===== src/hw/dcache_cfg.svh =====
`ifndef DCACHE_CFG_SVH
`define DCACHE_CFG_SVH

// Address and data sizes, in words.
`define DCACHE_ADDR_W 24
`define DCACHE_WORD_W 16

// Address split: tag, set index, word offset.
`define DCACHE_TAG_W 16
`define DCACHE_IDX_W 6
`define DCACHE_SETS 64
`define DCACHE_OFF_W 2

// Four words per line, two ways per set.
`define DCACHE_LINE_W 64
`define DCACHE_WAYS 2

`endif


===== src/hw/dcache_pkg.sv =====
`include "dcache_cfg.svh"

package dcache_pkg;

    // One tag array entry.
    typedef struct packed {
        logic [`DCACHE_TAG_W-1:0] tag;
        logic                     valid;
        logic                     dirty;
    } dcache_tag_t;

    // Word 0 sits in the low bits.
    typedef logic [`DCACHE_LINE_W/`DCACHE_WORD_W-1:0][`DCACHE_WORD_W-1:0] dcache_line_t;

    typedef enum logic [2:0] {
        IDLE,
        LOOKUP,
        WRITEBACK,
        REFILL,
        MERGE_WAIT,
        MERGE,
        UNCACHED
    } dcache_state_t;

endpackage


===== src/hw/dcache.sv =====
`timescale 1ns/1ps
`include "dcache_cfg.svh"

module dcache (
    input  logic                        i_clk,
    input  logic                        i_rst,

    // CPU port.
    input  logic                        i_mem_req,
    input  logic                        i_mem_we,
    input  logic [`DCACHE_ADDR_W-1:0]   i_mem_addr,
    input  logic [`DCACHE_WORD_W-1:0]   i_mem_data,
    input  logic [`DCACHE_WORD_W/8-1:0] i_mem_sel,
    input  logic                        i_mem_cache_enable,
    output logic                        o_mem_ack,
    output logic [`DCACHE_WORD_W-1:0]   o_mem_data,

    // Tag and data arrays.
    output logic [`DCACHE_IDX_W-1:0]    o_idx,
    output logic [`DCACHE_WAYS-1:0]     o_tag_we,
    output logic [`DCACHE_WAYS-1:0]     o_data_we,
    input  dcache_pkg::dcache_tag_t  [`DCACHE_WAYS-1:0] i_tag_rd,
    input  dcache_pkg::dcache_line_t [`DCACHE_WAYS-1:0] i_line_rd,
    output dcache_pkg::dcache_tag_t     o_tag_wr,
    output dcache_pkg::dcache_line_t    o_line_wr,

    // Burst engine.
    output logic                        o_start,
    output logic                        o_bus_we,
    output logic                        o_burst,
    output logic [`DCACHE_ADDR_W-1:0]   o_line_addr,
    output logic [`DCACHE_WORD_W/8-1:0] o_sel,
    output dcache_pkg::dcache_line_t    o_line,
    output logic [`DCACHE_WORD_W-1:0]   o_word,
    input  logic                        i_done,
    input  dcache_pkg::dcache_line_t    i_line,
    input  logic [`DCACHE_WORD_W-1:0]   i_word
);

    import dcache_pkg::*;

    dcache_state_t              state;
    logic                       lookup_ph;
    logic                       way_q;
    logic [`DCACHE_SETS-1:0]    lru;

    logic [`DCACHE_TAG_W-1:0]   addr_tag;
    logic [`DCACHE_OFF_W-1:0]   off;
    logic [`DCACHE_WAYS-1:0]    hit;
    logic                       any_hit;
    logic                       hit_way;
    logic                       victim;
    logic                       vic_dirty;
    logic                       miss;
    logic                       fill_wr;
    logic                       acc_way;
    logic [`DCACHE_WORD_W-1:0]  merge_word;
    dcache_line_t               merged;

    assign addr_tag = i_mem_addr[`DCACHE_ADDR_W-1 -: `DCACHE_TAG_W];
    assign o_idx    = i_mem_addr[`DCACHE_OFF_W +: `DCACHE_IDX_W];
    assign off      = i_mem_addr[`DCACHE_OFF_W-1:0];

    // ------------------------------------------------------------
    // Tag compare and victim choice
    // ------------------------------------------------------------
    always_comb begin
        for (int w = 0; w < `DCACHE_WAYS; w++) begin
            hit[w] = i_tag_rd[w].valid && (i_tag_rd[w].tag == addr_tag);
        end
    end

    assign any_hit   = |hit;
    assign hit_way   = hit[1];
    assign victim    = lru[o_idx];  // LRU bit names the way to evict.
    assign vic_dirty = i_tag_rd[victim].valid & i_tag_rd[victim].dirty;
    assign miss      = (state == LOOKUP) && lookup_ph && !any_hit;

    // ------------------------------------------------------------
    // State machine and LRU
    // ------------------------------------------------------------
    always_ff @(posedge i_clk) begin
        if (i_rst) begin
            state     <= IDLE;
            lookup_ph <= 1'b0;
            way_q     <= 1'b0;
            lru       <= '0;
        end else begin
            lookup_ph <= (state == LOOKUP);  // Array data is valid from the second cycle.
            if (o_mem_ack && state != UNCACHED) begin
                lru[o_idx] <= ~acc_way;
            end
            case (state)
                IDLE: begin
                    if (i_mem_req) begin
                        state <= i_mem_cache_enable ? LOOKUP : UNCACHED;
                    end
                end
                LOOKUP: begin
                    if (lookup_ph) begin
                        way_q <= any_hit ? hit_way : victim;
                        if (any_hit) begin
                            state <= i_mem_we ? MERGE : IDLE;
                        end else begin
                            state <= vic_dirty ? WRITEBACK : REFILL;
                        end
                    end
                end
                WRITEBACK:  if (i_done) state <= REFILL;
                REFILL:     if (i_done) state <= i_mem_we ? MERGE_WAIT : IDLE;
                MERGE_WAIT: state <= MERGE;  // Refilled row reads back next cycle.
                MERGE:      state <= IDLE;
                UNCACHED:   if (i_done) state <= IDLE;
                default:    state <= IDLE;
            endcase
        end
    end

    assign acc_way = (state == LOOKUP) ? hit_way : way_q;

    // ------------------------------------------------------------
    // CPU response
    // ------------------------------------------------------------
    assign o_mem_ack = ((state == LOOKUP) && lookup_ph && any_hit && !i_mem_we) |
                       ((state == REFILL) && i_done && !i_mem_we) |
                       (state == MERGE) |
                       ((state == UNCACHED) && i_done);

    always_comb begin
        case (state)
            UNCACHED: o_mem_data = i_word;
            REFILL:   o_mem_data = i_line[off];  // Straight from the collected line.
            default:  o_mem_data = i_line_rd[hit_way][off];
        endcase
    end

    // ------------------------------------------------------------
    // Byte merge and array writes
    // ------------------------------------------------------------
    always_comb begin
        merged     = i_line_rd[way_q];
        merge_word = merged[off];
        if (i_mem_sel[0]) merge_word[7:0]  = i_mem_data[7:0];
        if (i_mem_sel[1]) merge_word[15:8] = i_mem_data[15:8];
        merged[off] = merge_word;
    end

    assign fill_wr = (state == REFILL) && i_done;

    always_comb begin
        o_tag_wr.tag   = addr_tag;
        o_tag_wr.valid = 1'b1;
        o_tag_wr.dirty = (state == MERGE);
    end

    assign o_line_wr = (state == MERGE) ? merged : i_line;

    // A hit on an already dirty line leaves the tag alone.
    assign o_data_we = (fill_wr || state == MERGE) ? (`DCACHE_WAYS'(1) << way_q) : '0;
    assign o_tag_we  = (fill_wr || (state == MERGE && !i_tag_rd[way_q].dirty)) ?
                       (`DCACHE_WAYS'(1) << way_q) : '0;

    // ------------------------------------------------------------
    // Burst engine commands
    // ------------------------------------------------------------
    assign o_start = ((state == IDLE) && i_mem_req && !i_mem_cache_enable) |
                     miss |
                     ((state == WRITEBACK) && i_done);

    assign o_burst  = (state != IDLE);
    assign o_bus_we = (state == IDLE) ? i_mem_we : ((state == LOOKUP) && vic_dirty);

    always_comb begin
        if (state == IDLE) begin
            o_line_addr = i_mem_addr;
        end else if (state == LOOKUP && vic_dirty) begin
            o_line_addr = {i_tag_rd[victim].tag, o_idx, `DCACHE_OFF_W'(0)};  // Victim line.
        end else begin
            o_line_addr = {i_mem_addr[`DCACHE_ADDR_W-1:`DCACHE_OFF_W], `DCACHE_OFF_W'(0)};
        end
    end

    assign o_sel  = i_mem_sel;
    assign o_line = i_line_rd[victim];
    assign o_word = i_mem_data;

endmodule


===== config.mk =====
export PLATFORM = sky130hd
export DESIGN_NAME = dcache
export DESIGN_NICKNAME = d
export VERILOG_FILES = /design/src/hw/dcache_pkg.sv /design/src/hw/dcache.sv
export VERILOG_INCLUDE_DIRS = /design/src /design/src/hw
export SDC_FILE = /design/constraint.sdc
export NUM_CORES = 1
export LEC_CHECK = 0
export BUFFER_PORTS_ARGS = -buffer_cell sky130_fd_sc_hd__buf_2
export CORE_AREA = 2 2 199 201
export CTS_CLUSTER_DIAMETER = 150
export DETAILED_ROUTE_END_ITERATION = 8
export DIE_AREA = 0 0 201 203
export MAX_ROUTING_LAYER = met4
export PLACE_DENSITY = 0.53
export SYNTH_ARGS = -nofsm -noshare
export SYNTH_HDL_FRONTEND = slang
export SYNTH_SLANG_ARGS = --single-unit

===== constraint.sdc =====
create_clock -name i_clk -period 7.34 [get_ports i_clk]
set_input_delay 0 -clock i_clk [delete_from_list [all_inputs] [get_ports i_clk]]
set_output_delay 0 -clock i_clk [all_outputs]
set_load 0.05 [all_outputs]

# After elaboration in Yosys (flattened, before gate mapping)
# Index checks and enable logic that the tools add are counted.
# totals
regBits,69
in_bits,292
output_inout_bits,218
wordCells,107
# classes
n_lt_le_gt_ge,7
eq_ne,14
shift,1
muxes,46
bitwise_logic,7
n_reduce_logical,28
# ops
operator,n
64-bit two-way mux,7
64-bit bitwise mux,2
16-bit binary-select mux with 2-bit select,3
16-bit two-way mux,4
24-bit two-way mux,2
18-bit two-way mux,2
16-bit demux with 2-bit select,1
16-bit equality test,2
16-bit one-hot mux with 2 select lines,1
3-bit two-way mux,9
3-bit one-hot mux with 6 select lines,1
1-bit logical AND,17
8-bit two-way mux,2
"2-bit != test, second input constant",5
"3-bit equality test, second input constant",3
1-bit two-way mux,8
"6-bit by 7-bit less-than comparator with 1-bit output, second input constant",1
1-bit binary-select mux with 6-bit select,1
1-bit demux with 6-bit select,1
"3-bit by 2-bit equality test with 1-bit output, second input constant",2
"6-bit by 1-bit greater-or-equal comparator with 1-bit output, second input constant",1
"1-bit by 2-bit less-than comparator with 1-bit output, second input constant",3
1-bit OR,5
5-bit AND reduction,1
14 further kinds,19

# Logic depth before layout (Yosys ltp)
# Gate-level depths: netlist (run 1).
# depth
depth_word,9
mapped_depth,12
depth_no_buf,7

# Worst setup path after synthesis (run 1)
# No wires, ideal clock.
# synth_path
path_type,reg-to-output
from,register way_q
to,output port o_line_wr[48] in the netlist's numbering
arrival_ps,2988
required_ps,7340
path_slack_ps,4352
stages_incl_launch_ff,8
path_buffers,2
cell_sequence,dfxtp_1 -> clkbuf_1 -> buf_1 -> mux2i_1 -> mux4_2 -> mux2i_1 -> o21ai_0 -> o21ai_0
# synth_lines
item,line,rtl
"start, declared",dcache.sv:44,logic way_q;
"start signal, assigned",dcache.sv:101,way_q <= any_hit ? hit_way : victim;
"end, declared",dcache.sv:25,"output dcache_pkg::dcache_line_t o_line_wr,"

==> results of run 1 <==
==> cell type report <==
class,count,area [µm²]
Tap cell,518,648.1
Timing Repair Buffer,526,2680
Antenna cell,7,17.52
Sequential cell,69,1385
Multi-Input combinational cell,1094,8043
Clock buffer,10,239.0
Fill cell,4178,25320
Clock inverter,6,43.79
Inverter,23,86.33
==> registers in the layout (all words and copies together) (netlist names) <==
register   flops
lru           64
lookup_ph      1
state          3
way_q          1
==> layout by cell type (no fill, tap or decap), types with 16 or more instances in the layout <==
cell type / synthesis / routed
inv_1: 23 / 23
nand2_1: 319 / 319
mux2i_1: 151 / 151
dfxtp_1: 69 / 68
nor4_2: 22 / 22
nor2_1: 67 / 65
nand4_1: 34 / 34
mux2_2: 34 / 34
a21oi_1: 64 / 64
nand2b_1: 67 / 67
mux4_2: 71 / 71
o21ai_0: 87 / 87
buf_2: 24 / 507
xnor2_1: 16 / 16
a22oi_1: 34 / 34
xor2_1: 16 / 16
buf_4: 47 / 19
==> metal layers <==
metal / GRT usage [%] / part of all wire [%]
met1: 31.08 / 39
met2: 49.88 / 53
met3: 2.793 / 5.1
met4: 9.180 / 3.7
met5: - / 0
==> kinds of logic after synthesis <==
kind of cell | after synthesis | synth area share (%)
compound gates | 218 | 12.75
xor+xnor | 32 | 2.711
buf+inv | 195 | 9.381
flops | 69 | 13.36
mux | 257 | 33.94
other cells | 1 | 0.03628
simple gates | 586 | 27.82
==> per-stage QoR <==
stage	utilization (%)	total power, mW
finish	34.17	1.959
global route	34.14	2.039
CTS	34.12	1.968
detailed placement	33.39	1.549
global placement	33.39	1.547
floorplan	-	1.180
==> worst reg2reg max path: cells and delay by family (launching register included) <==
kind	cells	cell delay, ns
simple gates	4	1.16
compound gates	1	1.09
flops	1	0.61
mux	1	0.19
==> final timing paths <==
kind | endpoint | start | cells after the start | slack (ns)
setup / recovery | o_line_wr[49] | way_q | 7 | 3.67
setup reg to reg | lru[42] | state[0] | 6 | 4.15
hold / removal | state[0] | i_tag_rd[18] | 4 | 0.09
hold reg to reg | lru[7] | lru[7] | 2 | 0.47
==> power by group through the flow <==
stage | registers (mW) | logic, mW | clock network [mW]
floorplan | 0.389 | 0.792 | 0
global placement | 0.399 | 1.15 | 0
detailed placement | 0.399 | 1.15 | 0
CTS | 0.391 | 1.15 | 0.426
global route | 0.392 | 1.21 | 0.440
finish | 0.391 | 1.15 | 0.419
==> impl_metrics.csv, run 1 <==
group,metric,value,unit
drt,viasPerCell,5.344,
critical_path,cp.required,7.34,ns
pwr,pwr-share-seq,20.0,%
critical_path,crit_path_end_kind,"primary output",
synthesis,synth_top_area_share,15.47,%
critical_path,crit_arrival,3.67,ns
synthesis,async_reset_ff_share,0,%
synthesis,ys_types,67,
drt,routed_wirelength,56760,µm
cts,cts_resized,0,
drt,drcViolationCount,0,
drt,dr.pass1.iters,5,
critical_path,max_stage_delay,0.73,ns
global_routing,antenna_found_initial,3,
synthesis,yosys.area.top_type,"mux4_2",
floorplan,start_util,26.87,%
critical_path,critPathMaxFanout,44,
place,post-place-ws,3.677,ns
timing,finalWorstSetupSlack,3.670,ns
floorplan,die_h,203,µm
cts,cts_root_buf,"clkbuf_16",
synthesis,syn_area,0.01034,mm²
cts,post-cts-setup-buffer-count,0,
place,place_hpwl,45920,µm
timing,worst_slew_pin_slew,1.290,ns
floorplan,fp.coreArea,0.03847,mm²
critical_path,critPathSlowestCell,"buf_4",
place,place_area,0.01284,mm²
synthesis,netlist_instances,1358,
timing,fin_crit,3.670,ns
timing,hold_viol_final,0,
pwr,pwr-share-comb,58.6,%
pwr,clockPowerShare,21.4,%
pwr,p_leak,5.924,nW
pwr,peakVddDrop,0.1118,mV
timing,drv_slew,0,
synthesis,seq_area_frac_synth,13.36,%
finish,stdcell_count,2253,
synthesis,synth-edff-count,0,
drt,routedWlPerCell,25.19,µm
cts,clk_latency,0.35,ns
floorplan,die_x,201,µm
floorplan,dieArea,0.04080,mm²
cts,cts-htree-levels,3,
place,portBuffers,508,
floorplan,row_count,72,
drt,drtIter0Drc,930,
finish,nNetsFinal,2015,
synthesis,synth_nets,1650,
synthesis,syn-mean-instance-area,7.611,µm²
synthesis,ys_warn_count,0,
synthesis,synth.most_common_cell,"nand2_1",
pwr,intPower,0.9288,mW
synthesis,netlist_top_cells_area,"mux4_2 15%, mux2i_1 15%, dfxtp_1 13%",
global_routing,grt_usage,27.29,%
timing,clock_skew,0.007645,ns
cts,clockBufferDepth,2,
flow_run,cap_viol_max_count,0,
cts,clk_pin_slew_worst_paths,0.06,ns
hold_path,hp-class,"primary input to flip-flop",
place,place_inst,2230,
finish,final_cell_area,0.01314,mm²
critical_path,start_kind,"flip-flop",
critical_path,cp_top_family,"multiplexers",
timing,relSlewSlack,13.97,%
finish,area_growth,27.15,%
place,gp_congestion,0.9658,
synthesis,ys_top_cells_by_count,"319 x nand2_1, 151 x mux2i_1, 87 x o21ai_0, 75 x clkbuf_1, 71 x mux4_2",
global_routing,grt_pass1_vias,11590,
pwr,p_switching,1.030,mW
cts,cts_sinks,69,
drt,ant_nets,0,
timing,fmax,0.2725,GHz
global_routing,grt_max_degree,127,
finish,layout-drive-gt1-share,40.22,%
critical_path,path_class,"flip-flop to primary output",
synthesis,ys_ff_latch,69,
synthesis,dominantRegCellSynth,"dfxtp_1",
cts,numCtsBuffers,9,
critical_path,crit_chain,"buf_4, mux2i_1, mux4_2, mux2i_1, o21ai_0, o21ai_0, buf_2",
pwr,p_per_area,149.0,mW/mm²
critical_path,worst-path-buf-inv,2,
timing,rsz0062_at_grt,"false",
outcome,outcome,"finished clean",
drt,num_vias,12040,
timing,setup-violations-final,0,
global_routing,grt_pass1_wl,80080,µm
timing,tns,0,ns
timing,fin_crit_sh,50.00,%
global_routing,overflow,0,
cts,cts_hold_buf,0,
cts,cts_tree,"built",
pwr,swShare,52.58,%
floorplan,io_pins,510,
timing,whs,0.09345,ns
Note: power is estimated with default switching activity, not from simulation.
==> run 2, diff against run 1 <==
CORE_AREA = 2 2 198 200   (was 2 2 199 201)
DIE_AREA = 0 0 200 202   (was 0 0 201 203)
PLACE_DENSITY = 0.56   (was 0.53)
clock period = 3.36 ns   (was 7.34 ns; I/O delays follow)
==> run 2 against run 1 <==
Core utilization up 1.1 points; combinational power grew 120%; global-route usage grew 0.71 points; die area decreased by 0.99%; worst setup slack got worse by 3.5 ns; count of clock-buffer cells in the layout rose by 1; clock power grew 140%; largest cell class unchanged.
==> impl_metrics.csv, run 2 (synthesized netlist as in run 1, its figures left out) <==
group,metric,value,unit
cts,cts_tree,"built",
cts,cts_sinks,69,
cts,cts_root_buf,"clkbuf_16",
drt,wirelength_met1,21880,µm
drt,highest_layer,"met4",
finish,largest-register,"lru",
drt,num_vias,12180,
critical_path,critPathMaxFanout,19,
critical_path,crit_path_end_kind,"primary output",
critical_path,path_common_cell,"mux2i_1",
timing,fin_crit_sh,94.78,%
critical_path,cp.required,3.36,ns
cts,clk_pin_slew_worst_paths,0.05,ns
global_routing,overflow,0,
timing,drv_slew,0,
finish,mostFrequentLayoutCell,"buf_2",
timing,worst_slew_pin_slew,0.8772,ns
drt,ant_nets,0,
global_routing,grt_pass1_wl,79670,µm
critical_path,critPathSlowestCell,"dfxtp_4",
place,place_area,0.01316,mm²
timing,rsz0062_at_grt,"false",
cts,numCtsBuffers,9,
finish,final_cell_mix,"504 x buf_2, 319 x nand2_1, 151 x mux2i_1",
finish,nNetsFinal,2043,
pwr,peakVddDrop,0.2251,mV
hold_path,hold_depth,3,
finish,area_growth,30.81,%
finish,stdcell_count,2295,
finish,layout-drive-gt1-share,41.03,%
finish,final_cell_area,0.01352,mm²
timing,hold_viol_final,0,
finish,largest_reg_flops,64,
global_routing,grt_pass1_vias,11930,
critical_path,max_stage_delay,0.57,ns
hold_path,min_from,"i_mem_we",
drt,wl_met3,3772,µm
drt,routedWlPerCell,25.13,µm
drt,routed_wirelength,57660,µm
drt,wl_met2,30140,µm
cts,clk_latency,0.34,ns
floorplan,dieArea,0.04040,mm²
timing,relSlewSlack,41.07,%
cts,clockBufferDepth,2,
timing,fin_crit,3.185,ns
place,portBuffers,508,
floorplan,io_pins,510,
finish,multi_input_area,0.008041,mm²
floorplan,fp.coreArea,0.03829,mm²
finish,seq_area,0.001385,mm²
finish,n_fill_cell,4106,
cts,cts_resized,0,
floorplan,start_util,27.00,%
hold_path,hp-class,"primary input to flip-flop",
critical_path,crit_arrival,3.18,ns
outcome,outcome,"finished clean",
global_routing,grt_usage,28.00,%
finish,reg_top3,"lru (64), state (3)",
flow_run,cap_viol_max_count,0,
place,place_hpwl,47500,µm
drt,drtIter0Drc,817,
timing,whs,0.09653,ns
drt,dr.pass1.iters,5,
timing,fmax,0.3140,GHz
pwr,p_per_area,327.3,mW/mm²
pwr,p_leak,6.109,nW
floorplan,die_x,200,µm
timing,clock_skew,0.007713,ns
global_routing,grt_max_degree,112,
cts,cts_hold_buf,0,
critical_path,crit_chain,"buf_4, mux2i_1, mux4_2, mux2i_1, a21oi_1, o21ai_0, buf_2",
cts,post-cts-setup-buffer-count,0,
floorplan,die_h,202,µm
global_routing,antenna_found_initial,15,
floorplan,row_count,72,
critical_path,ff2ff_path_depth,6,
place,place_inst,2258,
drt,viasPerCell,5.309,
cts,cts-htree-levels,3,
critical_path,r2r_end,"lru[48]",
critical_path,r2r-start,"state[0]",
hold_path,hold_path_end,"state[0]",
timing,tns,0,ns
critical_path,path_class,"flip-flop to primary output",
critical_path,r2r_setup_slack,0.62,ns
drt,drcViolationCount,0,
place,gp_congestion,0.9556,
timing,setup-violations-final,0,
critical_path,start_kind,"flip-flop",
==> run 2: changes by cell type in the layout (fill, tap and decap cells not counted), moves of 2 or more <==
| cell | before | now |
|---|---|---|
| buf_4 | 19 | 42 |
| bufinv_16 | 0 | 2 |
| diode_2 | 7 | 22 |
| inv_6 | 2 | 0 |
| buf_2 | 507 | 504 |
| clkbuf_1 | 0 | 2 |
| buf_12 | 0 | 8 |
==> run 2: worst max-delay path, delay by kind of cell, from the launching register on <==
kind | cells | cell delay [ns]
muxes | 3 | 0.91
buffers and inverters | 2 | 0.78
AOI/OAI and AO/OA | 2 | 0.58
DFF | 1 | 0.57
==> run 2: metrics by stage <==
stage                     power (mW)  worst slack (ns)  utilization [%]
after floorplan                2.578            0.3718                -
after global placement         3.420            0.4352            34.37
after detailed placement       3.429            0.3740            34.37
after CTS                      4.436            0.2182            35.17
after global routing           4.596           0.05127            35.25
final                          4.426            0.1752            35.31
==> run 2: power breakdown <==
group	total [mW]	switching, mW	internal (mW)
sequential	0.855	0.0282	0.827
combinational	2.56	1.84	0.718
clock	1.01	0.363	0.646
total	4.43	2.23	2.19
==> run 2: worst max-delay path by stage <==
| stage | startpoint | end | slack [ns] | cells after the start |
|---|---|---|---|---|
| finish | way_q | o_line_wr[31] | 0.18 | 7 |
| global route | way_q | o_line_wr[31] | 0.05 | 7 |
| CTS | way_q | o_line_wr[31] | 0.22 | 7 |
| detailed placement | i_mem_addr[3] | o_line[9] | 0.37 | 12 |
| global placement | i_mem_addr[3] | o_line[9] | 0.44 | 12 |
| floorplan | way_q | o_line_wr[48] | 0.37 | 7 |
==> run 2: cell type report <==
type                    count  area share, %
multi-input cells        1094          59.48
inverters                  23         0.6385
repair buffers            554          22.17
clock buffers              11          1.721
well taps                 518          4.794
clock inverters             4         0.5460
flip-flops and latches     69          10.24
diodes                     22         0.4072
==> run 2: routing by layer <==
| layer | track usage (%) | up-vias |
|---|---|---|
| met5 | - | - |
| met4 | 9.206 | 0 |
| met3 | 4.105 | 76 |
| met2 | 51.29 | 559 |
| met1 | 30.74 | 5929 |
| li1 | - | 5620 |
==> run 3, diff against run 2 <==
REMOVE_ABC_BUFFERS = 1   (was unset)
==> run 3 against run 2 <==
First-iteration DRC count grew 34%; die area is the same; combinational power is essentially flat; sequential cell count is the same; critical path type unchanged; highest routed layer unchanged.
==> impl_metrics.csv, run 3 (synthesized netlist as in run 1, its figures left out) <==
group,metric,value,unit
critical_path,critPathLaunch,"lru[54]",
finish,area_growth,30.31,%
critical_path,start_kind,"flip-flop",
finish,seq_area,0.001385,mm²
timing,fin_crit_sh,92.84,%
finish,multi_input_area,0.008035,mm²
drt,dr.pass1.iters,6,
cts,post-cts-setup-buffer-count,0,
critical_path,cp-endpoint,"o_line_addr[8]",
cts,cts_tree,"built",
global_routing,grt_usage,26.70,%
critical_path,path_common_cell,"mux2_2",
finish,mostFrequentLayoutCell,"buf_2",
pwr,p_per_area,321.2,mW/mm²
cts,cts_resized,0,
pwr,p_leak,6.100,nW
global_routing,grt_max_degree,70,
critical_path,r2r-start,"state[0]",
timing,clock_skew,0.004932,ns
drt,ant_nets,0,
floorplan,io_pins,510,
finish,fin_util,35.18,%
finish,reg_top3,"lru (64), state (3)",
critical_path,cp.required,3.36,ns
drt,routedWlPerCell,23.62,µm
outcome,outcome,"finished clean",
timing,drv_slew,0,
timing,hold_viol_final,0,
finish,largest-register,"lru",
cts,cts_root_buf,"clkbuf_16",
drt,wl_met2,25690,µm
critical_path,path_class,"flip-flop to primary output",
critical_path,critPathMaxFanout,22,
cts,clk_latency,0.34,ns
drt,viasPerCell,5.356,
finish,largest_reg_flops,64,
drt,drcViolationCount,0,
critical_path,worst-path-buf-inv,2,
timing,rsz0062_at_grt,"false",
finish,final_cell_mix,"505 x buf_2, 319 x nand2_1, 151 x mux2i_1",
drt,highest_layer,"met4",
floorplan,die_x,200,µm
critical_path,max_stage_delay,0.47,ns
drt,wirelength_met1,23790,µm
floorplan,die_h,202,µm
place,place_area,0.01316,mm²
global_routing,grt_pass1_wl,78530,µm
timing,fmax,0.3206,GHz
finish,layout-drive-gt1-share,40.97,%
place,gp_congestion,1.014,
floorplan,fp.coreArea,0.03829,mm²
pwr,peakVddDrop,0.2311,mV
critical_path,crit_chain,"mux4_2, mux2i_1, nor3_1, nor4_2, buf_4, o211ai_4, mux2_2, mux2_2, buf_2",
pwr,p_total,4.326,mW
cts,clk_pin_slew_worst_paths,0.05,ns
critical_path,crit_path_end_kind,"primary output",
place,place_hpwl,43620,µm
floorplan,start_util,27.00,%
critical_path,ff2ff_path_depth,6,
critical_path,critPathSlowestCell,"mux4_2",
critical_path,cp_top_family,"multiplexers",
cts,clockBufferDepth,2,
timing,worst_slew_pin_slew,0.9842,ns
drt,drtIter0Drc,1092,
drt,wl_met3,3052,µm
critical_path,crit_arrival,3.12,ns
global_routing,overflow,0,
place,portBuffers,508,
cts,cts-htree-levels,3,
global_routing,grt_pass1_vias,11950,
flow_run,cap_viol_max_count,0,
drt,num_vias,12220,
cts,numCtsBuffers,9,
global_routing,antenna_found_initial,9,
critical_path,r2r_setup_slack,0.51,ns
critical_path,worst-path-stages,9,
drt,routed_wirelength,53910,µm
hold_path,hp-class,"primary input to flip-flop",
timing,setup-violations-final,0,
finish,n_fill_cell,4085,
cts,cts_hold_buf,0,
finish,nNetsFinal,2042,
timing,fin_crit,3.119,ns
cts,cts_sinks,69,
timing,relSlewSlack,34.08,%
floorplan,row_count,72,
finish,final_cell_area,0.01347,mm²
critical_path,r2r_end,"lru[48]",
floorplan,dieArea,0.04040,mm²
==> run 3: layout make-up <==
type | instances | share of cell area [%]
well taps | 518 | 4.812
flip-flops and latches | 69 | 10.28
clock buffers | 16 | 2.164
repair buffers | 553 | 22.28
inverters | 23 | 0.6410
diodes | 9 | 0.1672
multi-input cells | 1094 | 59.66
==> run 3: tightest hold or removal path: stages <==
cell,delay (ns)
buf_2,0.17
a21oi_1,0.14
a21oi_1,0.07
==> run 3: per-stage QoR <==
stage               worst slack, ns  instances  hold WS, ns  TNS (ns)
finish                       0.2406       2282      0.08858         0
global route                0.09775       2280       0.1061         0
CTS                          0.1843       2273      0.07803         0
detailed placement           0.2843       2257       0.3075         0
global placement             0.3414       2257       0.3072         0
floorplan                    -1.265       1186            0   -162.60
==> run 3: worst min path at each step <==
stage	startpoint	endpoint	slack, ns	cells past startpoint
final	i_mem_we	state[0]	0.09	3
after global routing	i_done	state[2]	0.11	3
after CTS	i_mem_we	state[0]	0.08	3
after detailed placement	i_mem_data[5]	o_word[5]	0.31	2
after global placement	i_mem_data[5]	o_word[5]	0.31	2
after floorplan	i_mem_addr[2]	o_idx[0]	0	0
==> run 3: report_power, final <==
part           internal, mW  total, mW  leakage (nW)  switching, mW
sequential            0.827      0.855         0.557         0.0278
clock                 0.581      0.924         0.143          0.342
combinational         0.715       2.55          5.40           1.83
total                  2.12       4.33          6.10           2.20
==> run 3: metal layers <==
| metal | track usage (%) | vias up |
|---|---|---|
| met2 | 42.39 | 577 |
| met5 | - | - |
| met1 | 35.95 | 5983 |
| met4 | 6.825 | 0 |
| li1 | - | 5590 |
| met3 | 3.137 | 73 |
