### src/hw/dcache_cfg.svh
`ifndef DCACHE_CFG_SVH
`define DCACHE_CFG_SVH

// Address and data sizes, in words.
`define DCACHE_ADDR_W 24
`define DCACHE_WORD_W 16

// Address split: tag, set index, word offset.
`define DCACHE_TAG_W 16
`define DCACHE_IDX_W 6
`define DCACHE_SETS 64
`define DCACHE_OFF_W 2

// Four words per line, two ways per set.
`define DCACHE_LINE_W 64
`define DCACHE_WAYS 2

`endif

### src/hw/dcache_pkg.sv
`include "dcache_cfg.svh"

package dcache_pkg;

    // One tag array entry.
    typedef struct packed {
        logic [`DCACHE_TAG_W-1:0] tag;
        logic                     valid;
        logic                     dirty;
    } dcache_tag_t;

    // Word 0 sits in the low bits.
    typedef logic [`DCACHE_LINE_W/`DCACHE_WORD_W-1:0][`DCACHE_WORD_W-1:0] dcache_line_t;

    typedef enum logic [2:0] {
        IDLE,
        LOOKUP,
        WRITEBACK,
        REFILL,
        MERGE_WAIT,
        MERGE,
        UNCACHED
    } dcache_state_t;

endpackage

### src/hw/dcache_burst.sv
`timescale 1ns/1ps
`include "dcache_cfg.svh"

module dcache_burst (
    input  logic                        i_clk,
    input  logic                        i_rst,

    // Command from the controller.
    input  logic                        i_start,
    input  logic                        i_we,
    input  logic                        i_burst,
    input  logic [`DCACHE_ADDR_W-1:0]   i_line_addr,
    input  logic [`DCACHE_WORD_W/8-1:0] i_sel,
    input  dcache_pkg::dcache_line_t    i_line,
    input  logic [`DCACHE_WORD_W-1:0]   i_word,
    output logic                        o_done,
    output dcache_pkg::dcache_line_t    o_line,
    output logic [`DCACHE_WORD_W-1:0]   o_word,

    // Wishbone master.
    output logic                        o_wb_cyc,
    output logic                        o_wb_stb,
    output logic                        o_wb_we,
    output logic [`DCACHE_ADDR_W-1:0]   o_wb_adr,
    output logic [`DCACHE_WORD_W/8-1:0] o_wb_sel,
    output logic [`DCACHE_WORD_W-1:0]   o_wb_dat,
    output logic                        o_wb_4_burst,
    input  logic [`DCACHE_WORD_W-1:0]   i_wb_dat,
    input  logic                        i_wb_ack
);

    import dcache_pkg::*;

    logic                        we_q;
    logic                        burst_q;
    logic [`DCACHE_OFF_W-1:0]    cnt;
    logic [`DCACHE_ADDR_W-1:0]   adr_q;
    logic [`DCACHE_WORD_W/8-1:0] sel_q;
    dcache_line_t                line_q;
    logic [`DCACHE_WORD_W-1:0]   word_q;
    logic                        beat;
    logic                        last;

    assign beat = o_wb_cyc & o_wb_stb & i_wb_ack;
    assign last = burst_q ? (&cnt) : 1'b1;

    // ------------------------------------------------------------
    // Cycle control and beat counter
    // ------------------------------------------------------------
    always_ff @(posedge i_clk) begin
        if (i_rst) begin
            o_wb_cyc <= 1'b0;
            o_wb_stb <= 1'b0;
            o_done   <= 1'b0;
            we_q     <= 1'b0;
            burst_q  <= 1'b0;
            cnt      <= '0;
        end else begin
            o_done <= 1'b0;
            if (i_start) begin
                o_wb_cyc <= 1'b1;
                o_wb_stb <= 1'b1;
                we_q     <= i_we;
                burst_q  <= i_burst;
                cnt      <= '0;
            end else if (beat) begin
                if (last) begin
                    o_wb_cyc <= 1'b0;
                    o_wb_stb <= 1'b0;
                    o_done   <= 1'b1;  // Engine is idle again here.
                    cnt      <= '0;
                end else begin
                    cnt <= cnt + 1'b1;
                end
            end
        end
    end

    // ------------------------------------------------------------
    // Payload: outgoing line and word, overwritten by read beats
    // ------------------------------------------------------------
    always_ff @(posedge i_clk) begin
        if (i_start) begin
            adr_q  <= i_line_addr;
            sel_q  <= i_sel;
            line_q <= i_line;
            word_q <= i_word;
        end else if (beat && !we_q) begin
            line_q[cnt] <= i_wb_dat;
            word_q      <= i_wb_dat;
        end
    end

    // Bursts start at offset 0 and walk the line.
    assign o_wb_adr = burst_q ? {adr_q[`DCACHE_ADDR_W-1:`DCACHE_OFF_W], cnt} : adr_q;
    assign o_wb_sel = burst_q ? '1 : sel_q;
    assign o_wb_dat = burst_q ? line_q[cnt] : word_q;
    assign o_wb_we  = we_q;
    assign o_wb_4_burst = burst_q;

    assign o_line = line_q;
    assign o_word = word_q;

endmodule

### config.mk
export PLATFORM = sky130hd
export DESIGN_NAME = dcache_burst
export DESIGN_NICKNAME = d
export VERILOG_FILES = /design/src/hw/dcache_pkg.sv /design/src/hw/dcache_burst.sv
export VERILOG_INCLUDE_DIRS = /design/src /design/src/hw
export SDC_FILE = /design/constraint.sdc
export NUM_CORES = 1
export LEC_CHECK = 0
export ABC_AREA = 1
export BUFFER_PORTS_ARGS = -buffer_cell sky130_fd_sc_hd__buf_2
export CORE_ASPECT_RATIO = 1.1
export CORE_MARGIN = 1.5
export CORE_UTILIZATION = 51
export CTS_CLUSTER_DIAMETER = 60
export DETAILED_ROUTE_END_ITERATION = 8
export PLACE_DENSITY = 0.88
export SKIP_LAST_GASP = 1
export SYNTH_ARGS = -nofsm -noshare
export SYNTH_HDL_FRONTEND = slang
export SYNTH_SLANG_ARGS = --single-unit
### constraint.sdc
create_clock -name i_clk -period 5 [get_ports i_clk]
set_clock_uncertainty 0.2 [all_clocks]
set_input_delay 0.5 -clock i_clk [delete_from_list [all_inputs] [get_ports i_clk]]
set_output_delay 0.5 -clock i_clk [all_outputs]
set_load 0.005 [all_outputs]
* Word-level counts from Yosys, hierarchy flattened
Cells that the tools add are included.
** Storage, ports and cells
- Flip-flop bits (word level) :: 112
- Input port bits :: 128
- Output and inout bits :: 127
- Logic and storage cells :: 45
** Cells by class
- Add/subtract/negate cells :: 1
- Order comparisons :: 2
- Mux-type cells :: 18
- Bitwise logic cells :: 2
- Reduce and logical (&&, ||, !) cells :: 10
** Operators with widths (count)
- 64-bit 2-to-1 mux :: 2
- 16-bit 2-to-1 mux :: 5
- 64-bit bitwise mux :: 1
- 16-bit binary-select mux with 2-bit select :: 1
- 16-bit demux with 2-bit select :: 1
- 2-bit 2-to-1 mux :: 3
- 2-bit nonzero test :: 3
- 1-bit 2-to-1 mux :: 5
- 2-bit AND reduction :: 2
- 2-bit by 3-bit < comparator with 1-bit output, second input constant :: 1
- 3-bit OR reduction :: 1
- 2-bit by 1-bit adder with 2-bit output, second input constant :: 1
- 2-bit by 1-bit >= comparator with 1-bit output, second input constant :: 1
- 1-bit logical AND :: 2
- 2-bit OR reduction :: 1
- 1-bit bitwise AND :: 1
- 1-bit zero test :: 1
- 1-bit NOT :: 1

* Logic depth before layout (Yosys ltp)
Gate-level depths: netlist of the first run.
- Word-level depth :: 7
- Gate-level depth with buffers :: 8
- Gate-level depth less buffers :: 6

* Worst setup path before layout of the first run
Ideal clock, no wire load.
- Path type :: register -> register
- Start :: reg, netlist name cnt[0]
- End :: reg line_q (netlist bit o_line[0]) (enable)
- Setup time :: 411 ps
- Data arrival time :: 2278 ps
- Data required time :: 4389 ps
- Slack :: 2110 ps
- Cell stages (with the launch flop) :: 8
- Buffers on the path :: 3
- Period minus slack after synthesis :: 2890 ps
- Path through :: dfxtp_1 -> buf_6 -> inv_4 -> buf_4 -> ha_1 -> inv_1 -> clkbuf_1 -> o21ai_0
** RTL lines
- to (signal assigned) :: RTL line dcache_burst.sv:86 : line_q <= i_line;
- to (signal, indexed assignment) :: RTL line dcache_burst.sv:89 : line_q[cnt] <= i_wb_dat;
- to (decl) :: RTL line dcache_burst.sv:39 : dcache_line_t line_q;

* Worst setup path after layout of the first run
- Start :: reg burst_q (netlist: o_wb_4_burst)
- End :: out o_wb_dat[4]
** On the way
- Longest elaborated chain between the ends :: 1
** RTL lines
- from (decl) :: RTL line dcache_burst.sv:35 : logic burst_q;
- from (signal assigned) :: RTL line dcache_burst.sv:64 : burst_q <= i_burst;
- 16-bit 2-to-1 mux :: RTL line dcache_burst.sv:97 : assign o_wb_dat = burst_q ? line_q[cnt] : word_q;
- to (decl) :: RTL line dcache_burst.sv:26 : output logic [`DCACHE_WORD_W-1:0] o_wb_dat,
Every way passes these cells.

==> results of run 1 <==
[worst max-delay path: cells and delay by family (launching register included)]
kind / cells / cell delay [ns]
simple gates: 2 / 0.53
buf+inv: 2 / 0.51
flops: 1 / 0.86
compound gates: 1 / 0.14
[sequential cells by signal, indices dropped and copies added (netlist names)]
signal,count
o_line,64
adr_q,24
o_word,16
cnt,2
sel_q,2
o_done,1
o_wb_4_burst,1
o_wb_stb,1
o_wb_we,1
[Yosys cell counts]
cell type  number  share of area
buf_6           2         0.0041
inv_2           3         0.0021
o211ai_1        9          0.012
ha_1            5          0.012
nand2_1       215           0.15
nor2_4          1         0.0021
nand3_1        23          0.021
a211oi_1        2         0.0028
nand4_1         9          0.010
clkbuf_4        1         0.0014
clkbuf_1        4         0.0028
buf_4          30          0.041
nor3_1          1        0.00092
dfxtp_1         6          0.022
buf_2          14          0.013
a21oi_1         2         0.0018
inv_1          62          0.043
inv_4           1         0.0012
edfxtp_1      106           0.59
or2_2           2         0.0023
nor2_1          6         0.0041
o21ai_0        70          0.065
[cell type report]
class | count | area [um^2] | area share
inverters | 66 | 250 | 0.0362
repair buffers | 259 | 1310 | 0.190
flip-flops and latches | 112 | 3300 | 0.478
multi-input cells | 345 | 1540 | 0.222
clock buffers | 9 | 225 | 0.0326
clock inverters | 7 | 111 | 0.0161
well taps | 143 | 179 | 0.0259
[worst max-delay path by stage]
stage	from	endpoint	slack (ns)	cells after the start
finish	o_wb_4_burst	o_wb_dat[4]	1.90	5
detailed placement	cnt[0]	o_line[42]	1.97	4
global placement	cnt[0]	o_line[41]	2.09	4
floorplan	cnt[0]	o_line[0]	2.11	7
global route	o_wb_4_burst	o_wb_dat[3]	1.77	5
CTS	cnt[0]	o_line[41]	1.95	4
[power by group through the flow]
stage	clock network [W]	logic, W	registers (W)
3_3_place_gp	0	0.000292	0.00117
5_1_grt	0.000843	0.000332	0.00116
4_1_cts	0.000810	0.000298	0.00115
6_report	0.000808	0.000300	0.00115
2_1_floorplan	0	0.000144	0.00116
3_5_place_dp	0	0.000297	0.00117
[per-stage QoR]
step | util | area (um^2) | power (W)
floorplan | - | 5430 | 0.00130
CTS | 0.665 | 6910 | 0.00226
global route | 0.665 | 6920 | 0.00233
finish | 0.665 | 6920 | 0.00226
detailed placement | 0.632 | 6570 | 0.00147
global placement | 0.632 | 6570 | 0.00146
[layer usage]
layer,vias up,GRT usage,wire length (um)
li1,2297,-,-
met1,2254,0.374,6480
met2,307,0.465,7760
met3,37,0.0643,1610
met4,0,0.107,480
met5,-,0,0
[cell families (layout without fill, tap and decap cells)]
kind of cell | count (synthesis) | count (layout)
adders and majority gates | 5 | 5
buffers and inverters | 117 | 341
DFF | 112 | 112
AOI/OAI and AO/OA | 83 | 83
and+or+nand+nor | 257 | 257
==> results by group, run 1 <==
Timing
  • Slew HR: 0.273
  • WHS: 0.129 ns
  • Final number of setup-violating endpoints: 0
  • Final worst slack: 1.90 ns
  • Worst-Margin Slew: 1.09 ns
  • Max-slew violation count: 0
  • Fin. Hold Viols: 0
  • Max Clk Rate: 0.323 GHz
  • Post-layout min period: 3.10 ns
  • Setup total negative slack: 0 ns
  • Fin crit share: 0.620
  • RSZ-0062 raised after global routing: false

Critical path
  • Setup crit start kind: flop
  • Worst EP required: 4.30 ns
  • Worst path cell trace: inv_2, nor2_4, o211ai_1, nand3_1, buf_2
  • Slowest cell delay on critical path: 0.86 ns
  • Crit Reg-Reg Endpoint: o_line[45]
  • Reg2reg start: cnt[0]
  • Slowest-stage cell, CP: dfxtp_1
  • Setup crit end kind: primary output
  • Crit Path Max Fanout: 22
  • Worst r2r path cells: 5
  • R2r setup slk: 2.12 ns
  • Worst EP arrival: 2.40 ns
  • Critical path class: reg2out

Clock tree
  • Cts bufs inserted: 9
  • Hold Buf Count CTS: 0
  • Max H-tree Level: 3
  • Max clock buf depth: 2
  • Post-CTS Setup Inserts: 0
  • CTS tree: built
  • Clk slew on worst S/H paths: 0.08 ns
  • PostCTS Resize Cnt: 0
  • Clock Sink Count: 112
  • Clock Tree Root: clkbuf_16
  • Insertion delay of the later-clocked pin in the worst-skew pair: 0.34 ns

Power and ir drop
  • Sw frac: 0.252
  • Power per standard cell area: 326 nW/um^2
  • Peak VDD IR: 0.251 mV
  • Sw Pwr: 0.000568 W
  • Comb power frac: 0.133
  • Clock power frac: 0.358
  • Seq pwr share: 0.509
  • Leakage power: 3.38 nW
  • Power Internal: 0.00169 W

Cells and area
  • FILL cells: 856
  • Layout net count: 926
  • Layout Cells excl Fill: 941
  • Antenna cells: 0
  • Commonest cells after routing, fill and taps aside: buf_2, nand2_1, edfxtp_1
  • Layout area overhead: 27.4%
  • Fraction of layout cells with a size suffix above 1: 0.355
  • Commonest non-fill, non-tap cell in the layout: buf_2

Floorplan
  • Starting Density: 0.522
  • Top Ports: 255
  • Placement Rows: 39
  • Die W: 101 um
  • Die Span Y: 111 um
  • Core area: 10,400 um^2
  • Die area: 11,300 um^2

Placed design
  • Port buffer count: 254
  • Post-Place Cells: 924
  • Final Wtd Congestion: 0.942
  • Placement Setup Slack: 1.97 ns
  • DP HPWL: 12,500 um

Synth
  • Post-synthesis sequential area ratio: 0.608
  • Mapped Area: 5430 um^2
  • #FFs+latches synth: 112
  • Post-Syn Area per Cell: 9.46 um^2
  • Simple-gate portion of the synthesized area: 0.190
  • Syn_nets: 707
  • Syn. warnings: 0
  • Post-Synth Adder-Cell Area: 0.0115
  • Largest family of logic cells by synthesized area: simple AND/OR/NAND/NOR gates
  • Cell count after synthesis: 574
  • Post-synthesis mux area share: 0
  • XOR/XNOR Fraction of Synth Area: 0
  • Compound-Gate Fraction of Synth Area: 0.0816
  • Synth unique cells: 22

Routing
  • Via/cell ratio: 5.20
  • Drt first pass iters: 5
  • Routed WL: 16,300 um
  • DRC errors left: 0
  • Iteration-0 DRC Markers: 369
  • Wire per inst: 17.4 um
  • Via count: 4,895
  • Antenna Nets Post-Route: 0

Global routing
  • Aggregate global-route resource usage: 0.287
  • Initial antenna violation count: 0
  • Largest net degree at the start of global routing: 109
  • Vias in the first global route: 4,705
  • First-pass GRT wire length: 24,300 um
  • Grt total ovfl: 0

Hold path
  • Min-Delay Path Class: in2reg
  • Hold Crit Endpoint: adr_q[5]
  • Worst Hold Depth: 1
  • Worst Hold Launch: i_line_addr[5]

Outcome
  • Outcome: finished clean

Flow run
  • Max-cap viol count: 0
Note: power is estimated with default switching activity, not from simulation.
==> inputs of run 2 (changes only) <==
- ABC_AREA: 1 -> 0
- CORE_UTILIZATION: 51 -> 47
- PLACE_DENSITY: 0.88 -> 0.82
- clock period: 5 -> 3.1 ns (I/O delays scaled with it)
==> run 2 against run 1 <==
  * Clock power is 49% higher
  * Worst hold slack worse by 0.11 ns
  * Power up 58%
  * Sequential share of layout area is 1.5 points lower
  * Clock-buffer cell count grew 2
  * Combinational power up 76%
  * Routed wire length shrank 0.62%
  * First-iteration DRC count shrank 41%
  * Die area rose by 6.8%
  * Critical path type unchanged
  * Sequential power rose by 60%
==> results by group, run 2 <==
Synth
  • Cell count after synthesis: 401 (-30%)
  • Post-Syn Area per Cell: 13.3 um^2 (+41%)
  • Count leader, synth: edfxtp_1
  • Share of the synthesized area in the top cell type: 0.595 (+0.00836)
  • Syn. warnings: 0 (unchanged)
  • Most frequent cells after synthesis: edfxtp_1, a22o_1, nand2_1
  • #FFs+latches synth: 112 (unchanged)
  • Post-synth EDFFs: 106 (unchanged)
  • Syn_nets: 534 (-24%)
  • Top FF cell, synth: edfxtp_1
  • Ys async rst share: 0 (unchanged)
  • Post-synth top area cell: edfxtp_1
  • Mapped Area: 5350 um^2 (-1.4%)
  • Post-synthesis sequential area ratio: 0.617 (+0.00868)
  • Synth unique cells: 28 (+27%)
  • Top cells by area, synth: edfxtp_1, a22o_1, mux2_2

Routing
  • DRC errors left: 0 (unchanged)
  • Wire per inst: 20.2 um (+17%)
  • Antenna Nets Post-Route: 0 (unchanged)
  • Drt first pass iters: 4 (-1)
  • Routed WL: 16,200 um (-0.62%)
  • Via/cell ratio: 5.43 (+4.3%)
  • Iteration-0 DRC Markers: 219 (-41%)
  • Via count: 4,351 (-11%)

Power and ir drop
  • Sw Pwr: 0.000815 W (+43%)
  • Sw frac: 0.228 (-0.0236)
  • Comb power frac: 0.148 (+0.015)
  • Peak VDD IR: 0.352 mV (+40%)
  • Power Internal: 0.00275 W (+63%)
  • Clock power frac: 0.337 (-0.021)
  • Seq pwr share: 0.515 (+0.006)
  • Total power: 0.00357 W (+58%)
  • Power per standard cell area: 500 nW/um^2 (+53%)
  • Leakage power: 3.06 nW (-9.5%)

Critical path
  • Setup crit end kind: primary output
  • Crit Path Max Fanout: 22 (unchanged)
  • Worst EP required: 2.59 ns (-1.71 ns)
  • Setup crit start kind: flop
  • Critical path class: reg2out
  • Worst EP arrival: 2.26 ns (-0.14 ns)

Timing
  • Max Clk Rate: 0.362 GHz
  • Worst-Margin Slew: 0.993 ns (-0.0965 ns)
  • Setup total negative slack: 0 ns (unchanged)
  • Post-layout min period: 2.77 ns
  • Fin. Hold Viols: 0 (unchanged)
  • Fin crit share: 0.892
  • Final number of setup-violating endpoints: 0 (unchanged)
  • Max-slew violation count: 0 (unchanged)
  • Slew HR: 0.337 (+0.0636)
  • RSZ-0062 raised after global routing: false
  • WHS: 0.0197 ns (-0.109 ns)

Cells and area
  • Fraction of layout cells with a size suffix above 1: 0.495 (+0.140)
  • Layout area overhead: 33.4%
  • Post-layout util: 0.648 (-0.0172)
  • FILL cells: 896 (+4.7%)
  • Layout net count: 784 (-15%)
  • Commonest cells after routing, fill and taps aside: buf_2, edfxtp_1, a22o_1
  • Commonest non-fill, non-tap cell in the layout: buf_2
  • Final instance area: 7140 um^2 (+3.2%)
  • Max reg flops: 64 (unchanged)
  • Antenna cells: 0 (unchanged)

Clock tree
  • Insertion delay of the later-clocked pin in the worst-skew pair: 0.34 ns (about the same)
  • Cts bufs inserted: 9 (unchanged)
  • Max clock buf depth: 2 (unchanged)
  • Max H-tree Level: 3 (unchanged)
  • Clk slew on worst S/H paths: 0.07 ns (about the same)
  • Clock Tree Root: clkbuf_16
  • CTS tree: built
  • Clock Sink Count: 112 (unchanged)

Global routing
  • Aggregate global-route resource usage: 0.263 (-0.0235)
  • Vias in the first global route: 4,325 (-8.1%)
  • First-pass GRT wire length: 23,700 um (-2.7%)
  • Largest net degree at the start of global routing: 103 (-5.5%)
  • Grt total ovfl: 0 (unchanged)
  • Initial antenna violation count: 0 (unchanged)

Floorplan
  • Die area: 12,000 um^2 (+6.8%)
  • Die W: 105 um (+3.3%)
  • Placement Rows: 40 (+2.6%)
  • Die Span Y: 115 um (+3.3%)
  • Starting Density: 0.486 (-0.0362)
  • Core area: 11,000 um^2 (+5.9%)
  • Top Ports: 255 (unchanged)

Placed design
  • Port buffer count: 254 (unchanged)
  • Dpl cell area: 6570 um^2 (-0.11%)
  • Final Wtd Congestion: 0.815 (-14%)
  • DP HPWL: 11,400 um (-8.4%)

Hold path
  • Min-Delay Path Class: in2reg

Flow run
  • Max-cap viol count: 0 (unchanged)

Outcome
  • Outcome: finished clean
run 2: changes by cell type after synthesis, sizes merged, moves of 9 or more:
cell,delta
a22o,+48
inv,-51
mux2,+33
mux2i,+18
nand2,-171
nand3,-22
nand4,-9
nor2b,+12
o211ai,-9
o21ai,-44
o221ai,+9
run 2: kinds of logic (layout without fill, tap and decap cells):
family / after synthesis / count (layout) / share of synthesized area
multiplexers: 51 / 51 / 0.105
flip-flops: 112 / 112 / 0.617
AND/OR/NAND/NOR: 72 / 72 / 0.0577
adder cells (fa/ha/maj): 5 / 5 / 0.0117
buffers and inverters: 67 / 321 / 0.0767
XOR/XNOR: 1 / 1 / 0.00164
AO/OA/AOI/OAI: 93 / 93 / 0.130
run 2: final timing paths:
path                  from          end  slack, ns  depth (start not counted)
setup reg to reg    cnt[0]    o_line[7]       0.79                          4
hold reg to reg   o_wb_stb       cnt[1]       0.32                          2
hold / removal        i_we      o_wb_we       0.02                          3
setup / recovery    cnt[0]  o_wb_dat[0]       0.33                          5
run 2: through the flow:
step / cells / worst slack (ns)
4_1_cts: 802 / 0.316
6_report: 802 / 0.335
3_5_place_dp: 760 / 0.707
2_1_floorplan: 401 / 0.775
5_1_grt: 802 / 0.207
3_3_place_gp: 760 / 0.748
run 2: power groups by stage:
stage,Clock (W),Combinational [W],Sequential (W)
2_1_floorplan,0,0.000240,0.00186
3_3_place_gp,0,0.000486,0.00186
3_5_place_dp,0,0.000500,0.00187
4_1_cts,0.00122,0.000528,0.00184
5_1_grt,0.00127,0.000572,0.00185
6_report,0.00120,0.000529,0.00184
run 2: routing by layer:
| layer | wire [um] | vias up | global-route usage |
|---|---|---|---|
| met4 | 236 | 0 | 0.0858 |
| met5 | 0 | - | 0 |
| met1 | 6530 | 2122 | 0.319 |
| met2 | 8360 | 238 | 0.472 |
| li1 | - | 1972 | - |
| met3 | 1110 | 19 | 0.0544 |
run 2: timing repair:
| action | in CTS | in global routing |
|---|---|---|
| hold buffers | 27 | 0 |
| buffers inserted | 0 | 0 |
| gates resized for setup | 0 | 0 |
| endpoints found under the hold margin | 30 | 0 |
run 2: cell type report:
cell class,instances,area (um^2),share of cell area
Sequential cell,112,3300,0.463
Multi-Input combinational cell,222,1660,0.232
Timing Repair Buffer,291,1630,0.229
Clock buffer,11,233,0.0326
Tap cell,147,184,0.0258
Clock inverter,4,70.1,0.00982
Inverter,15,56.3,0.00789
run 2: critical path, stage by stage, from the launching register on:
cell and delay [ns]:
dfxtp_2 0.73, buf_4 0.40, mux2_2 0.38, a21oi_1 0.15, o21ai_1 0.08, buf_2 0.16
==> inputs of run 3 (changes only) <==
- ABC_AREA: 0 -> 1
==> run 3 against run 2 <==
  * Sequential power hardly changed
  * Cell count is 22% higher
  * Worst hold slack better by 0.0089 ns
  * Clock power is 7% higher
  * Maximum frequency is 13% higher
  * Power is 2.3% higher
  * Critical endpoint is now o_line[48]
  * Combinational power hardly changed
  * Sequential share of layout area is 0.60 points lower
  * Global-route usage is 1.7 points higher
  * Critical path type is now reg2reg
  * Die area is 1.4% higher
  * Largest power group unchanged
  * Via count is 17% higher
  * Non-clock buffer count is 1 lower
==> results by group, run 3 (synthesized netlist as in run 1, its figures left out) <==
Timing
  • Fin. Hold Viols: 0 (unchanged)
  • Fin crit share: 0.787 (-0.105)
  • Slew HR: 0.292 (-0.0450)
  • Setup total negative slack: 0 ns (unchanged)
  • Final worst slack: 0.659 ns (+0.325 ns)
  • Max-slew violation count: 0 (unchanged)
  • Final number of setup-violating endpoints: 0 (unchanged)
  • RSZ-0062 raised after global routing: false
  • Max Clk Rate: 0.410 GHz (+13%)
  • Post-layout min period: 2.44 ns (-0.325 ns)
  • WHS: 0.0286 ns (+0.00890 ns)
  • Worst-Margin Slew: 1.06 ns (+0.0685 ns)

Clock tree
  • Max clock buf depth: 2 (unchanged)
  • Max H-tree Level: 3 (unchanged)
  • CTS tree: built
  • Clk slew on worst S/H paths: 0.08 ns (about the same)
  • Cts bufs inserted: 9 (unchanged)
  • Clock Tree Root: clkbuf_16
  • PostCTS Resize Cnt: 0 (unchanged)
  • Post-CTS Setup Inserts: 0 (unchanged)
  • Hold Buf Count CTS: 27 (unchanged)
  • Clock Sink Count: 112 (unchanged)
  • Insertion delay of the later-clocked pin in the worst-skew pair: 0.35 ns (about the same)

Power and ir drop
  • Peak VDD IR: 0.267 mV (-24%)
  • Power per standard cell area: 505 nW/um^2 (+0.96%)
  • Leakage power: 3.51 nW (+15%)

Routing
  • DRC errors left: 0 (unchanged)
  • Iteration-0 DRC Markers: 520 (+140%)
  • Via count: 5,102 (+17%)
  • Drt first pass iters: 5 (+1)
  • Routed WL: 17,400 um (+6.9%)
  • Antenna Nets Post-Route: 0 (unchanged)
  • Wire per inst: 17.8 um (-12%)
  • Via/cell ratio: 5.23 (-3.6%)

Global routing
  • Vias in the first global route: 4,818 (+11%)
  • Aggregate global-route resource usage: 0.280 (+0.0168)
  • Initial antenna violation count: 0 (unchanged)
  • Largest net degree at the start of global routing: 86 (-17%)
  • First-pass GRT wire length: 25,300 um (+7.1%)
  • Grt total ovfl: 0 (unchanged)

Cells and area
  • FILL cells: 938 (+4.7%)
  • Max reg flops: 64 (unchanged)
  • Layout Cells excl Fill: 976 (+22%)
  • Layout area overhead: 33.2%
  • Layout net count: 957 (+22%)
  • Antenna cells: 0 (unchanged)
  • Fraction of layout cells with a size suffix above 1: 0.350 (-0.145)
  • Commonest cells after routing, fill and taps aside: buf_2, nand2_1, edfxtp_1
  • Commonest non-fill, non-tap cell in the layout: buf_2

Critical path
  • Crit Path Max Fanout: 25 (+14%)
  • Worst EP required: 2.95 ns (+0.36 ns)
  • Critical path class: reg2reg
  • Worst r2r path cells: 5 (+1)
  • Reg2reg start: cnt[0]
  • R2r setup slk: 0.66 ns (-0.13 ns)
  • CP startpoint: cnt[0]
  • Slowest-stage cell, CP: dfxtp_2
  • Delay-heaviest family, CP: buffers and inverters
  • Slowest cell delay on critical path: 0.66 ns (-0.07 ns)
  • Setup crit start kind: flop
  • Worst EP arrival: 2.29 ns (+0.03 ns)
  • Crit-path most repeated cell: buf_4
  • Worst path cell trace: buf_4, ha_1, inv_1, o21ai_2, buf_4
  • Crit Reg-Reg Endpoint: o_line[48]
  • Worst Path Buf+Inv: 3 (+1)
  • Setup crit end kind: flop

Floorplan
  • Starting Density: 0.489 (+0.00249)
  • Core area: 11,100 um^2 (+0.91%)
  • Die W: 105 um (+0.69%)
  • Top Ports: 255 (unchanged)
  • Die area: 12,200 um^2 (+1.4%)
  • Placement Rows: 40 (unchanged)
  • Die Span Y: 116 um (+0.69%)

Hold path
  • Worst Hold Launch: i_word[12]
  • Min-Delay Path Class: in2reg
  • Hold Crit Endpoint: o_word[12]
  • Worst Hold Depth: 3 (unchanged)

Outcome
  • Outcome: finished clean

Placed design
  • Placement Setup Slack: 0.701 ns (-0.00682 ns)
  • Post-Place Cells: 933 (+23%)
  • Final Wtd Congestion: 0.891 (+9.4%)
  • DP HPWL: 12,200 um (+7.2%)
  • Port buffer count: 254 (unchanged)

Flow run
  • Max-cap viol count: 0 (unchanged)
==> run 3: changes by cell type in the layout (fill, tap and decap cells not counted), sizes merged, moves of 18 or more <==
| cell | before | now |
|---|---|---|
| nand3 | 1 | 23 |
| nand2 | 44 | 215 |
| o21ai | 26 | 70 |
| inv | 15 | 67 |
| mux2i | 18 | 0 |
| a22o | 48 | 0 |
| mux2 | 33 | 0 |
==> run 3: cell type report <==
| class | count | area, um^2 | share of cell area |
|---|---|---|---|
| flip-flops and latches | 112 | 3300 | 0.457 |
| repair buffers | 290 | 1610 | 0.223 |
| multi-input cells | 345 | 1550 | 0.214 |
| inverters | 66 | 250 | 0.0346 |
| clock buffers | 11 | 243 | 0.0336 |
| well taps | 147 | 184 | 0.0254 |
| clock inverters | 5 | 88.8 | 0.0123 |
==> run 3: tightest hold or removal path, stage by stage <==
cell     delay [ns]
buf_2          0.07
nand2_1        0.04
nand2_1        0.05
==> run 3: metrics by stage <==
| stage | cell area (um^2) | utilization | power [W] |
|---|---|---|---|
| floorplan | 5430 | - | 0.00210 |
| global placement | 6630 | 0.597 | 0.00236 |
| detailed placement | 6630 | 0.597 | 0.00237 |
| CTS | 7230 | 0.651 | 0.00364 |
| global route | 7230 | 0.651 | 0.00378 |
| finish | 7230 | 0.651 | 0.00365 |
==> run 3: worst max path at each step <==
stage                     depth (start not counted)         end  slack (ns)
after floorplan                                   7   o_line[0]        0.21
after global placement                            5  o_line[48]        0.73
after detailed placement                          4  o_line[12]        0.70
after CTS                                         4   o_line[8]        0.67
after global routing                              5  o_line[59]        0.52
final                                             5  o_line[48]        0.66
==> run 3: report_power, final <==
part           internal (W)  leakage (nW)  switching, W
Clock              0.000740         0.162      0.000538
Combinational      0.000232          2.23      0.000296
Sequential          0.00178          1.12     0.0000607
==> run 3: layer usage <==
layer / wire length [um] / part of all wire / GRT usage / vias up
met5: 0 / 0 / 0 / -
met4: 511 / 0.029 / 0.0995 / 0
met3: 1500 / 0.086 / 0.0574 / 44
met2: 8850 / 0.51 / 0.499 / 325
met1: 6500 / 0.37 / 0.340 / 2370
li1: - / - / - / 2363
